$ cat config.mk
export PLATFORM = sky130hd
export DESIGN_NAME = mmc5_top
export DESIGN_NICKNAME = d
export VERILOG_FILES = /design/src/logic/mmc5_pkg.sv /design/src/logic/mmc5_cfg_if.sv /design/src/logic/mmc5_regs.sv /design/src/logic/mmc5_prg_map.sv /design/src/logic/mmc5_chr_map.sv /design/src/logic/mmc5_scanline.sv /design/src/logic/mmc5_top.sv
export SDC_FILE = /design/constraint.sdc
export NUM_CORES = 1
export LEC_CHECK = 0
export BUFFER_PORTS_ARGS = -buffer_cell sky130_fd_sc_hd__buf_2
export CAP_MARGIN = 10
export CORE_MARGIN = 2
export CORE_UTILIZATION = 45
export DETAILED_ROUTE_END_ITERATION = 10
export PLACE_DENSITY = 0.65
export SLEW_MARGIN = 20
export SYNTH_ARGS = -nofsm -noshare
export SYNTH_HDL_FRONTEND = slang
export SYNTH_SLANG_ARGS = --single-unit
$ cat constraint.sdc
create_clock -name clk -period 5.35 [get_ports clk]
set_input_delay 0.2675 -clock clk [delete_from_list [all_inputs] [get_ports clk]]
set_output_delay 0.2675 -clock clk [all_outputs]
set_load 0.01 [all_outputs]
$ cat src/logic/mmc5_pkg.sv
// MMC5 mapper shared types, register map and timing constants
package mmc5_pkg;

	typedef logic [15:0] cpu_addr_t;  // CPU address bus
	typedef logic [7:0]  cpu_data_t;  // CPU data byte
	typedef logic [13:0] ppu_addr_t;  // PPU address bus
	typedef logic [21:0] mem_addr_t;  // Physical cartridge address
	typedef logic [7:0]  prg_bank_t;  // PRG 8 kB bank number
	typedef logic [9:0]  chr_bank_t;  // CHR 1 kB page number
	typedef logic [7:0]  scanline_t;

	// PRG window sizes; the CHR side reads the same codes as 8k/4k/2k/1k
	typedef enum logic [1:0] {
		MODE_32K    = 2'd0,
		MODE_16K    = 2'd1,
		MODE_16K_8K = 2'd2,
		MODE_8K     = 2'd3
	} bank_mode_t;

	// Nametable source, one 2-bit field per nametable
	typedef enum logic [1:0] {
		NT_CIRAM_A = 2'd0,
		NT_CIRAM_B = 2'd1,
		NT_EXRAM   = 2'd2,  // No ExRAM here, VRAM is simply turned off
		NT_FILL    = 2'd3
	} nt_src_t;

	localparam cpu_addr_t REG_PRG_MODE  = 16'h5100;
	localparam cpu_addr_t REG_CHR_MODE  = 16'h5101;
	localparam cpu_addr_t REG_PROTECT1  = 16'h5102;
	localparam cpu_addr_t REG_PROTECT2  = 16'h5103;
	localparam cpu_addr_t REG_MIRROR    = 16'h5105;
	localparam cpu_addr_t REG_PRG_RAM   = 16'h5113;
	localparam cpu_addr_t REG_PRG_BANK0 = 16'h5114;  // $5114-$5117
	localparam cpu_addr_t REG_CHR_BANK0 = 16'h5120;  // $5120-$5127
	localparam cpu_addr_t REG_CHR_UPPER = 16'h5130;
	localparam cpu_addr_t REG_IRQ_LINE  = 16'h5203;
	localparam cpu_addr_t REG_IRQ_STAT  = 16'h5204;
	localparam cpu_addr_t REG_MUL_LO    = 16'h5205;
	localparam cpu_addr_t REG_MUL_HI    = 16'h5206;

	localparam scanline_t LAST_SCANLINE = 8'd239;
	localparam int NT_MATCH_COUNT   = 3;   // Identical NT reads before a line counts
	localparam int IDLE_EXIT_CYCLES = 64;  // clk cycles without a PPU read
	localparam logic [5:0] PRG_RAM_BASE = 6'b111100;

endpackage

$ cat src/logic/mmc5_cfg_if.sv
// Decoded MMC5 register state fanned out to the mappers and scanline unit
`timescale 1ns/1ps

interface mmc5_cfg_if;
	import mmc5_pkg::*;

	bank_mode_t prg_mode;
	bank_mode_t chr_mode;
	prg_bank_t  prg_bank [4];  // Entry 3 always has bit 7 set
	logic [2:0] prg_ram_bank;
	logic       prg_ram_we;    // Both protect registers unlocked
	chr_bank_t  chr_bank [8];
	nt_src_t    mirroring [4];
	scanline_t  irq_line;

	modport regs (
		output prg_mode, chr_mode, prg_bank, prg_ram_bank, prg_ram_we,
		output chr_bank, mirroring, irq_line
	);
	modport prg (input prg_mode, prg_bank, prg_ram_bank, prg_ram_we);
	modport chr (input chr_mode, chr_bank, mirroring);
	modport scan (input irq_line);

endinterface

$ cat src/logic/mmc5_regs.sv
// MMC5 register file behind a Wishbone classic slave, with multiplier and IRQ status
`timescale 1ns/1ps

module mmc5_regs (
	input  logic                clk,
	input  logic                arst_n_i,
	input  logic                wb_cyc_i,
	input  logic                wb_stb_i,
	input  logic                wb_we_i,
	input  mmc5_pkg::cpu_addr_t wb_adr_i,
	input  mmc5_pkg::cpu_data_t wb_dat_i,
	output mmc5_pkg::cpu_data_t wb_dat_o,
	output logic                wb_ack_o,
	mmc5_cfg_if.regs            cfg,
	input  logic                in_frame_i,
	input  logic                irq_pending_i,
	output logic                stat_read_o,
	output logic                irq_o
);
	import mmc5_pkg::*;

	bank_mode_t prg_mode, chr_mode;
	logic       protect1_ok, protect2_ok;
	nt_src_t    mirroring [4];
	logic [2:0] prg_ram_bank;
	prg_bank_t  prg_bank [4];
	chr_bank_t  chr_bank [8];
	logic [1:0] chr_upper;     // Latched by $5130, applied on CHR bank writes
	scanline_t  irq_line;
	logic       irq_en;
	cpu_data_t  mul_a, mul_b;
	logic [15:0] product;
	logic       wb_req;

	assign wb_req  = wb_cyc_i & wb_stb_i & ~wb_ack_o;  // New access, not yet acked
	assign product = mul_a * mul_b;

	always_ff @(posedge clk or negedge arst_n_i) begin
		if (!arst_n_i) begin
			wb_ack_o     <= 1'b0;
			stat_read_o  <= 1'b0;
			prg_mode     <= MODE_8K;
			chr_mode     <= MODE_32K;
			protect1_ok  <= 1'b0;
			protect2_ok  <= 1'b0;
			mirroring    <= '{default: NT_CIRAM_A};
			prg_ram_bank <= '0;
			prg_bank     <= '{8'h00, 8'h00, 8'h00, 8'hFF};  // Last bank at $E000 on boot
			chr_bank     <= '{default: '0};
			chr_upper    <= '0;
			irq_line     <= '0;
			irq_en       <= 1'b0;
			mul_a        <= '0;
			mul_b        <= '0;
		end else begin
			wb_ack_o    <= wb_req;
			stat_read_o <= wb_req & ~wb_we_i & (wb_adr_i == REG_IRQ_STAT);
			if (wb_req && wb_we_i) begin
				case (wb_adr_i)
					REG_PRG_MODE:  prg_mode <= bank_mode_t'(wb_dat_i[1:0]);
					REG_CHR_MODE:  chr_mode <= bank_mode_t'(wb_dat_i[1:0]);
					REG_PROTECT1:  protect1_ok <= (wb_dat_i[1:0] == 2'b10);
					REG_PROTECT2:  protect2_ok <= (wb_dat_i[1:0] == 2'b01);
					REG_MIRROR: begin
						for (int i = 0; i < 4; i++)
							mirroring[i] <= nt_src_t'(wb_dat_i[2*i +: 2]);
					end
					REG_PRG_RAM:   prg_ram_bank <= wb_dat_i[2:0];
					REG_CHR_UPPER: chr_upper <= wb_dat_i[1:0];
					REG_IRQ_LINE:  irq_line <= wb_dat_i;
					REG_IRQ_STAT:  irq_en <= wb_dat_i[7];
					REG_MUL_LO:    mul_a <= wb_dat_i;
					REG_MUL_HI:    mul_b <= wb_dat_i;
					default: ;
				endcase

				// $5114-$5117, bank 3 is always ROM
				if (wb_adr_i[15:2] == REG_PRG_BANK0[15:2]) begin
					if (wb_adr_i[1:0] == 2'd3)
						prg_bank[3] <= {1'b1, wb_dat_i[6:0]};
					else
						prg_bank[wb_adr_i[1:0]] <= wb_dat_i;
				end

				if (wb_adr_i[15:3] == REG_CHR_BANK0[15:3])
					chr_bank[wb_adr_i[2:0]] <= {chr_upper, wb_dat_i};
			end
		end
	end

	// Read data, valid while ack is high
	always_comb begin
		case (wb_adr_i)
			REG_IRQ_STAT: wb_dat_o = {irq_pending_i, in_frame_i, 6'b111111};
			REG_MUL_LO:   wb_dat_o = product[7:0];
			REG_MUL_HI:   wb_dat_o = product[15:8];
			default:      wb_dat_o = 8'hFF;  // Open bus
		endcase
	end

	assign irq_o = irq_pending_i & irq_en;

	assign cfg.prg_mode     = prg_mode;
	assign cfg.chr_mode     = chr_mode;
	assign cfg.prg_bank     = prg_bank;
	assign cfg.prg_ram_bank = prg_ram_bank;
	assign cfg.prg_ram_we   = protect1_ok & protect2_ok;
	assign cfg.chr_bank     = chr_bank;
	assign cfg.mirroring    = mirroring;
	assign cfg.irq_line     = irq_line;

	// Master must hold stb through the ack cycle
	a_ack_with_stb: assert property (@(posedge clk) disable iff (!arst_n_i)
		wb_ack_o |-> wb_stb_i)
		else $error("wb_ack_o high without wb_stb_i");

endmodule

$ cat src/logic/mmc5_prg_map.sv
// PRG address translation into 8 kB pages and PRG access permission
`timescale 1ns/1ps

module mmc5_prg_map (
	input  mmc5_pkg::cpu_addr_t wb_adr_i,
	input  logic                wb_we_i,
	mmc5_cfg_if.prg             cfg,
	output mmc5_pkg::mem_addr_t prg_addr_o,
	output logic                prg_allow_o
);
	import mmc5_pkg::*;

	logic [6:0] page;    // 8 kB ROM page
	logic       is_ram;  // $6000-$7FFF

	assign is_ram = (wb_adr_i[15:13] == 3'b011);

	always_comb begin
		case (cfg.prg_mode)
			MODE_32K: page = {cfg.prg_bank[3][6:2], wb_adr_i[14:13]};
			MODE_16K: begin
				if (wb_adr_i[14])
					page = {cfg.prg_bank[3][6:1], wb_adr_i[13]};  // $C000-$FFFF
				else
					page = {cfg.prg_bank[1][6:1], wb_adr_i[13]};  // $8000-$BFFF
			end
			MODE_16K_8K: begin
				case (wb_adr_i[14:13])
					2'b10:   page = cfg.prg_bank[2][6:0];
					2'b11:   page = cfg.prg_bank[3][6:0];
					default: page = {cfg.prg_bank[1][6:1], wb_adr_i[13]};
				endcase
			end
			default: page = cfg.prg_bank[wb_adr_i[14:13]][6:0];  // Four 8 kB windows
		endcase
	end

	assign prg_addr_o = is_ram ? {PRG_RAM_BASE, cfg.prg_ram_bank, wb_adr_i[12:0]}
	                           : {2'b00, page, wb_adr_i[12:0]};

	// Reads anywhere from $6000 up, writes only into unlocked RAM
	assign prg_allow_o = (wb_adr_i >= 16'h6000) && (!wb_we_i || (is_ram && cfg.prg_ram_we));

endmodule

$ cat src/logic/mmc5_chr_map.sv
// CHR address translation into 1 kB pages and nametable mirroring to internal VRAM
`timescale 1ns/1ps

module mmc5_chr_map (
	input  mmc5_pkg::ppu_addr_t chr_addr_i,
	mmc5_cfg_if.chr             cfg,
	output mmc5_pkg::mem_addr_t chr_addr_o,
	output logic                vram_a10_o,
	output logic                vram_ce_o
);
	import mmc5_pkg::*;

	chr_bank_t page;
	nt_src_t   nt;  // Field for the addressed nametable

	always_comb begin
		case (cfg.chr_mode)
			// 8 kB from bank 7
			MODE_32K:    page = {cfg.chr_bank[7][9:3], chr_addr_i[12:10]};
			// 4 kB, banks 3 and 7
			MODE_16K:    page = {cfg.chr_bank[{chr_addr_i[12], 2'b11}][9:2], chr_addr_i[11:10]};
			// 2 kB, banks 1, 3, 5 and 7
			MODE_16K_8K: page = {cfg.chr_bank[{chr_addr_i[12:11], 1'b1}][9:1], chr_addr_i[10]};
			default:     page = cfg.chr_bank[chr_addr_i[12:10]];
		endcase
	end

	assign chr_addr_o = {2'b10, page, chr_addr_i[9:0]};

	assign nt = cfg.mirroring[chr_addr_i[11:10]];

	assign vram_a10_o = nt[0];
	assign vram_ce_o  = chr_addr_i[13] & ~nt[1];  // ExRAM and fill codes disable VRAM

endmodule

$ cat src/logic/mmc5_scanline.sv
// In-frame and scanline detection from repeated nametable reads, with IRQ pending flag
`timescale 1ns/1ps

module mmc5_scanline (
	input  logic                clk,
	input  logic                arst_n_i,
	input  mmc5_pkg::ppu_addr_t chr_addr_i,
	input  logic                chr_rd_i,
	mmc5_cfg_if.scan            cfg,
	input  logic                stat_read_i,
	output logic                in_frame_o,
	output logic                irq_pending_o
);
	import mmc5_pkg::*;

	logic        rd_q;
	logic [11:0] nt_addr_q;  // Offset of the previous read
	logic [$clog2(NT_MATCH_COUNT+1)-1:0]  nt_cnt;
	logic [$clog2(IDLE_EXIT_CYCLES)-1:0] idle_cnt;
	scanline_t   scanline, next_line;
	logic        rd_edge, is_nt, hit, enter, leave, line_inc;

	assign rd_edge   = chr_rd_i & ~rd_q;
	assign is_nt     = (chr_addr_i[13:12] == 2'b10);  // $2000-$2FFF
	assign next_line = scanline + 1'b1;

	// Read after a full run of matches, its address does not matter
	assign hit      = rd_edge && (nt_cnt == NT_MATCH_COUNT);
	assign enter    = hit && !in_frame_o;
	assign line_inc = hit && in_frame_o && (scanline != LAST_SCANLINE);
	assign leave    = (hit && in_frame_o && scanline == LAST_SCANLINE) ||
	                  (in_frame_o && !chr_rd_i && idle_cnt == IDLE_EXIT_CYCLES - 1);

	always_ff @(posedge clk) begin
		if (rd_edge)
			nt_addr_q <= chr_addr_i[11:0];
	end

	always_ff @(posedge clk or negedge arst_n_i) begin
		if (!arst_n_i) begin
			rd_q          <= 1'b0;
			nt_cnt        <= '0;
			idle_cnt      <= '0;
			scanline      <= '0;
			in_frame_o    <= 1'b0;
			irq_pending_o <= 1'b0;
		end else begin
			rd_q     <= chr_rd_i;
			idle_cnt <= (chr_rd_i || !in_frame_o) ? '0 : idle_cnt + 1'b1;

			if (leave || hit)
				nt_cnt <= '0;
			else if (rd_edge) begin
				if (!is_nt)
					nt_cnt <= '0;
				else if (nt_cnt == 0 || nt_addr_q == chr_addr_i[11:0])
					nt_cnt <= nt_cnt + 1'b1;
				else
					nt_cnt <= 1;  // New address starts a new run
			end

			if (leave)
				in_frame_o <= 1'b0;
			else if (enter)
				in_frame_o <= 1'b1;

			if (enter)
				scanline <= '0;
			else if (line_inc)
				scanline <= next_line;

			if (leave)
				irq_pending_o <= 1'b0;
			else if (line_inc && next_line == cfg.irq_line)
				irq_pending_o <= 1'b1;
			else if (stat_read_i)
				irq_pending_o <= 1'b0;  // Cleared by a $5204 read
		end
	end

	a_scanline_range: assert property (@(posedge clk) disable iff (!arst_n_i)
		scanline <= LAST_SCANLINE)
		else $error("scanline beyond LAST_SCANLINE");

endmodule

$ cat src/logic/mmc5_top.sv
// MMC5 banking and scanline core, CPU side on Wishbone classic
`timescale 1ns/1ps

module mmc5_top (
	input  logic                clk,
	input  logic                arst_n_i,
	input  logic                wb_cyc_i,
	input  logic                wb_stb_i,
	input  logic                wb_we_i,
	input  mmc5_pkg::cpu_addr_t wb_adr_i,
	input  mmc5_pkg::cpu_data_t wb_dat_i,
	output mmc5_pkg::cpu_data_t wb_dat_o,
	output logic                wb_ack_o,
	input  mmc5_pkg::ppu_addr_t chr_addr_i,
	input  logic                chr_rd_i,
	output mmc5_pkg::mem_addr_t prg_addr_o,
	output logic                prg_allow_o,
	output mmc5_pkg::mem_addr_t chr_addr_o,
	output logic                vram_a10_o,
	output logic                vram_ce_o,
	output logic                irq_o
);

	logic in_frame;
	logic irq_pending;
	logic stat_read;

	mmc5_cfg_if cfg_bus ();

	mmc5_regs u_regs (
		.clk           (clk),
		.arst_n_i      (arst_n_i),
		.wb_cyc_i      (wb_cyc_i),
		.wb_stb_i      (wb_stb_i),
		.wb_we_i       (wb_we_i),
		.wb_adr_i      (wb_adr_i),
		.wb_dat_i      (wb_dat_i),
		.wb_dat_o      (wb_dat_o),
		.wb_ack_o      (wb_ack_o),
		.cfg           (cfg_bus.regs),
		.in_frame_i    (in_frame),
		.irq_pending_i (irq_pending),
		.stat_read_o   (stat_read),
		.irq_o         (irq_o)
	);

	mmc5_prg_map u_prg_map (
		.wb_adr_i    (wb_adr_i),
		.wb_we_i     (wb_we_i),
		.cfg         (cfg_bus.prg),
		.prg_addr_o  (prg_addr_o),
		.prg_allow_o (prg_allow_o)
	);

	mmc5_chr_map u_chr_map (
		.chr_addr_i (chr_addr_i),
		.cfg        (cfg_bus.chr),
		.chr_addr_o (chr_addr_o),
		.vram_a10_o (vram_a10_o),
		.vram_ce_o  (vram_ce_o)
	);

	mmc5_scanline u_scanline (
		.clk           (clk),
		.arst_n_i      (arst_n_i),
		.chr_addr_i    (chr_addr_i),
		.chr_rd_i      (chr_rd_i),
		.cfg           (cfg_bus.scan),
		.stat_read_i   (stat_read),
		.in_frame_o    (in_frame),
		.irq_pending_o (irq_pending)
	);

endmodule

==> flow_summary_export.csv <==
group,metric,value,unit
outcome,status,"finished clean",
synthesis,yosysTopAreaCell,"dfrtp_1",
critical_path,cp_common_cell,"fa_1",
critical_path,crit_buf_inv,5,
critical_path,crit_path_max_fanout,9,
synthesis,ys_ff_latch,185,
pwr,p_switching,0.738,mW
floorplan,die-height,163,µm
drt,drtIter0Drc,590,
grt,grt_overflow,0,
critical_path,required,5.08,ns
critical_path,end_kind,"output pin",
sta,drv_slew,0,
sta,setup_viol,0,
pwr,clkPwrFrac,0.442,
drt,post_drt_via_cell_ratio,5.58,
pwr,seq_power_share,0.498,
grt,first_global_vias,7937,
sta,timing.fmax,0.191,GHz
sta,final-hold-violation-count,0,
sta,min_period,5.25,ns
floorplan,fp.dieW,163,µm
clocking,insertion_delay,0.44,ns
cells_and_area,n_fill_cell,2291,
synthesis,synth_top_area_frac,0.361,
critical_path,cp_data_arrival_time,4.98,ns
critical_path,worst_path_max_delay_cell,"fa_1",
sta,finalCritPeriodShare,0.981,
sta,slew_headroom,0.288,
cells_and_area,antenna_cells,0,
synthesis,syn-cell-area,11400,µm²
critical_path,r2r_slack,1.50,ns
drt,routed_wl,25.6,mm
synthesis,ys_async_sr_fraction,0.935,
critical_path,cp-start-kind,"flip-flop",
synthesis,syn_avg_cell_area,11.6,µm²
clocking,htreeDepth,4,
sta,rsz0062_at_grt,"true",
synthesis,ys_warn_count,0,
floorplan,io_pins,101,
cells_and_area,final_core_util,0.506,
cells_and_area,nNetsFinal,1165,
drt,ant_nets,0,
critical_path,cp_cell_sequence,"and2_1 -> fa_1 -> fa_1 -> fa_1 -> inv_1 -> fa_1 -> inv_1 -> ha_1 -> inv_1 -> o22ai_1 -> o41ai_1 -> buf_4 -> or4_1 -> nand4_1 -> buf_2",
drt,detail_route.first_pass.iterations,7,
pwr,ir_worst_vdd,0.195,mV
synthesis,synth_common_cells,"dfrtp_1 (164), mux2_2 (148), inv_1 (69)",
clocking,cts_tree,"done",
drt,num_vias,7751,
grt,grt_max_degree,64,
synthesis,synth_edf_count,12,
critical_path,critPathKind,"reg -> out",
flow_run,cap_violations,0,
grt,antenna_found_initial,0,
floorplan,design.core.area,25000,µm²
grt,grt_use_total,0.201,
synthesis,synth_area_leaders,"dfrtp_1 (36%), mux2_2 (15%), fa_1 (6.3%)",
clocking,clk_pin_slew_worst_paths,0.08,ns
clocking,cts.sinks,185,
critical_path,cp_slowest_stage_delay,0.56,ns
sta,worstMarginPinSlew,1.06,ns
floorplan,dieArea,26500,µm²
critical_path,cpLargestDelayFamily,"adder cells",
sta,fin_skew,0.00978,ns
synthesis,synthesis.nets,1100,
hold_path,hp-class,"in -> reg",
placed_design,hpwl,17.8,mm
pwr,switching_share,0.258,
pwr,power_leakage,6.09,nW
clocking,cts_buffers,17,
placed_design,io_buffer_count,98,
placed_design,place_congestion,0.845,
clocking,root_buffer,"clkbuf_16",
synthesis,synth_cells,980,
cells_and_area,drive_above_1_share,0.328,
pwr,power_density,227,nW/µm²
synthesis,yosysMostFrequentCell,"dfrtp_1",
grt,grt_pass1_wl,41.6,mm
synthesis,ys_seq_area_frac,0.414,
sta,holdWs,0.0371,ns
floorplan,rows,58,
pwr,p_int,2.13,mW
floorplan,start_util,0.455,
clocking,cts_buffer_depth,2,
synthesis,ys.flop_type,"dfrtp_1",
pwr,combinationalPowerShare,0.060,
cells_and_area,area_growth,11.2,%
drt,wl_per_cell,18.5,µm
synthesis,synth_cell_type_count,69,
drt,drc,0,
-- cell type report --
cell class,count,area [µm²],share of cell area
inverters,70,263,0.0208
flip-flops and latches,185,4710,0.373
multi-input cells,661,6050,0.479
repair buffers,110,592,0.0469
clock inverters,14,145,0.0115
clock buffers,18,450,0.0357
well taps,330,413,0.0327
-- cells by family after synthesis --
kind of cell | synth area share
AND/OR/NAND/NOR | 0.122
XOR/XNOR | 0.0270
buffers and inverters | 0.0548
other | 0.000661
adder cells (fa/ha/maj) | 0.108
AO/OA/AOI/OAI | 0.0689
flip-flops | 0.414
multiplexers | 0.206
-- worst reg2reg max path, stage by stage (launching register included) --
cell and delay, ns:
dfrtp_1 0.37, and3b_1 0.29, or3b_1 0.38, or4b_1 0.55
nand2b_1 0.63, nor4_4 1.08, mux2_2 0.43
-- power by group through the flow --
stage / sequential [mW] / combinational, mW / clock (mW)
finish: 1.43 / 0.172 / 1.26
global route: 1.43 / 0.192 / 1.35
CTS: 1.43 / 0.175 / 1.29
detailed placement: 1.46 / 0.174 / 0
global placement: 1.46 / 0.172 / 0
floorplan: 1.45 / 0.100 / 0
-- final timing paths --
kind,startpoint,end,cells past startpoint
worst min register to register,u_scanline.idle_cnt[0]$_DFF_PN0_,u_scanline.idle_cnt[0]$_DFF_PN0_,1
worst min-delay path,chr_addr_i[8],u_scanline.nt_addr_q[8]$_DFFE_PP_,1
max in group asynchronous,arst_n_i,u_regs.mul_a[2]$_DFFE_PN0P_,3
min in group asynchronous,arst_n_i,u_regs.cfg.chr_bank[18]$_DFFE_PN0P_,2
worst max-delay path,u_regs.mul_a[2]$_DFFE_PN0P_,wb_dat_o[7],15
worst max register to register,u_regs.wb_ack_o$_DFF_PN0_,u_regs.cfg.chr_bank[14]$_DFFE_PN0P_,6
-- state kept, by name, indices dropped and copies added, names as in the netlist, 2 cells and up --
signal                   flops
u_regs.cfg.chr_bank         80
u_regs.cfg.chr_mode          2
u_regs.cfg.irq_line          8
u_regs.cfg.mirroring         8
u_regs.cfg.prg_bank         28
u_regs.cfg.prg_mode          2
u_regs.cfg.prg_ram_bank      3
u_regs.chr_upper             2
u_regs.mul_a                 8
u_regs.mul_b                 8
u_scanline.idle_cnt          6
u_scanline.nt_addr_q        12
u_scanline.nt_cnt            2
u_scanline.scanline          8
-- timing repair --
item / CTS / global route
hold endpoints to repair: 47 / 0
gates resized for setup: 10 / 4
setup endpoints to repair: 1 / 5
setup buffers: 3 / 2
pin swaps: 0 / 1
hold buffers: 2 / 0
-- routing by layer --
| metal | vias up | GRT usage | wire, µm |
|---|---|---|---|
| met3 | 30 | 0.0334 | 709 |
| met1 | 4009 | 0.270 | 11500 |
| li1 | 3581 | - | - |
| met5 | - | 0 | 0 |
| met4 | 0 | 0.0555 | 423 |
| met2 | 131 | 0.337 | 13000 |
-- stage by stage --
step           total power, mW  instances  area [µm²]  setup WS [ns]  setup TNS (ns)
5_1_grt                   2.97       1388       12600        -0.0715          -0.176
4_1_cts                   2.89       1386       12600       0.000676               0
3_5_place_dp              1.63       1349       11900          0.377               0
3_3_place_gp              1.63       1349       11900          0.450               0
2_1_floorplan             1.55        980       11400          0.749               0
6_report                  2.86       1388       12600          0.104               0
-- layout by cell type (no fill, tap or decap), types with 18 or more instances in the layout --
| cell type | instances |
|---|---|
| buf_2 | 97 |
| mux4_2 | 21 |
| nor2_1 | 37 |
| dfrtp_1 | 153 |
| ha_1 | 38 |
| xor2_1 | 22 |
| inv_1 | 69 |
| fa_1 | 36 |
| clkbuf_16 | 18 |
| a21oi_1 | 26 |
| and2_1 | 53 |
| o21ai_0 | 35 |
| mux2_2 | 148 |
| nand2_1 | 53 |
Power figures use the tool's default switching activity.
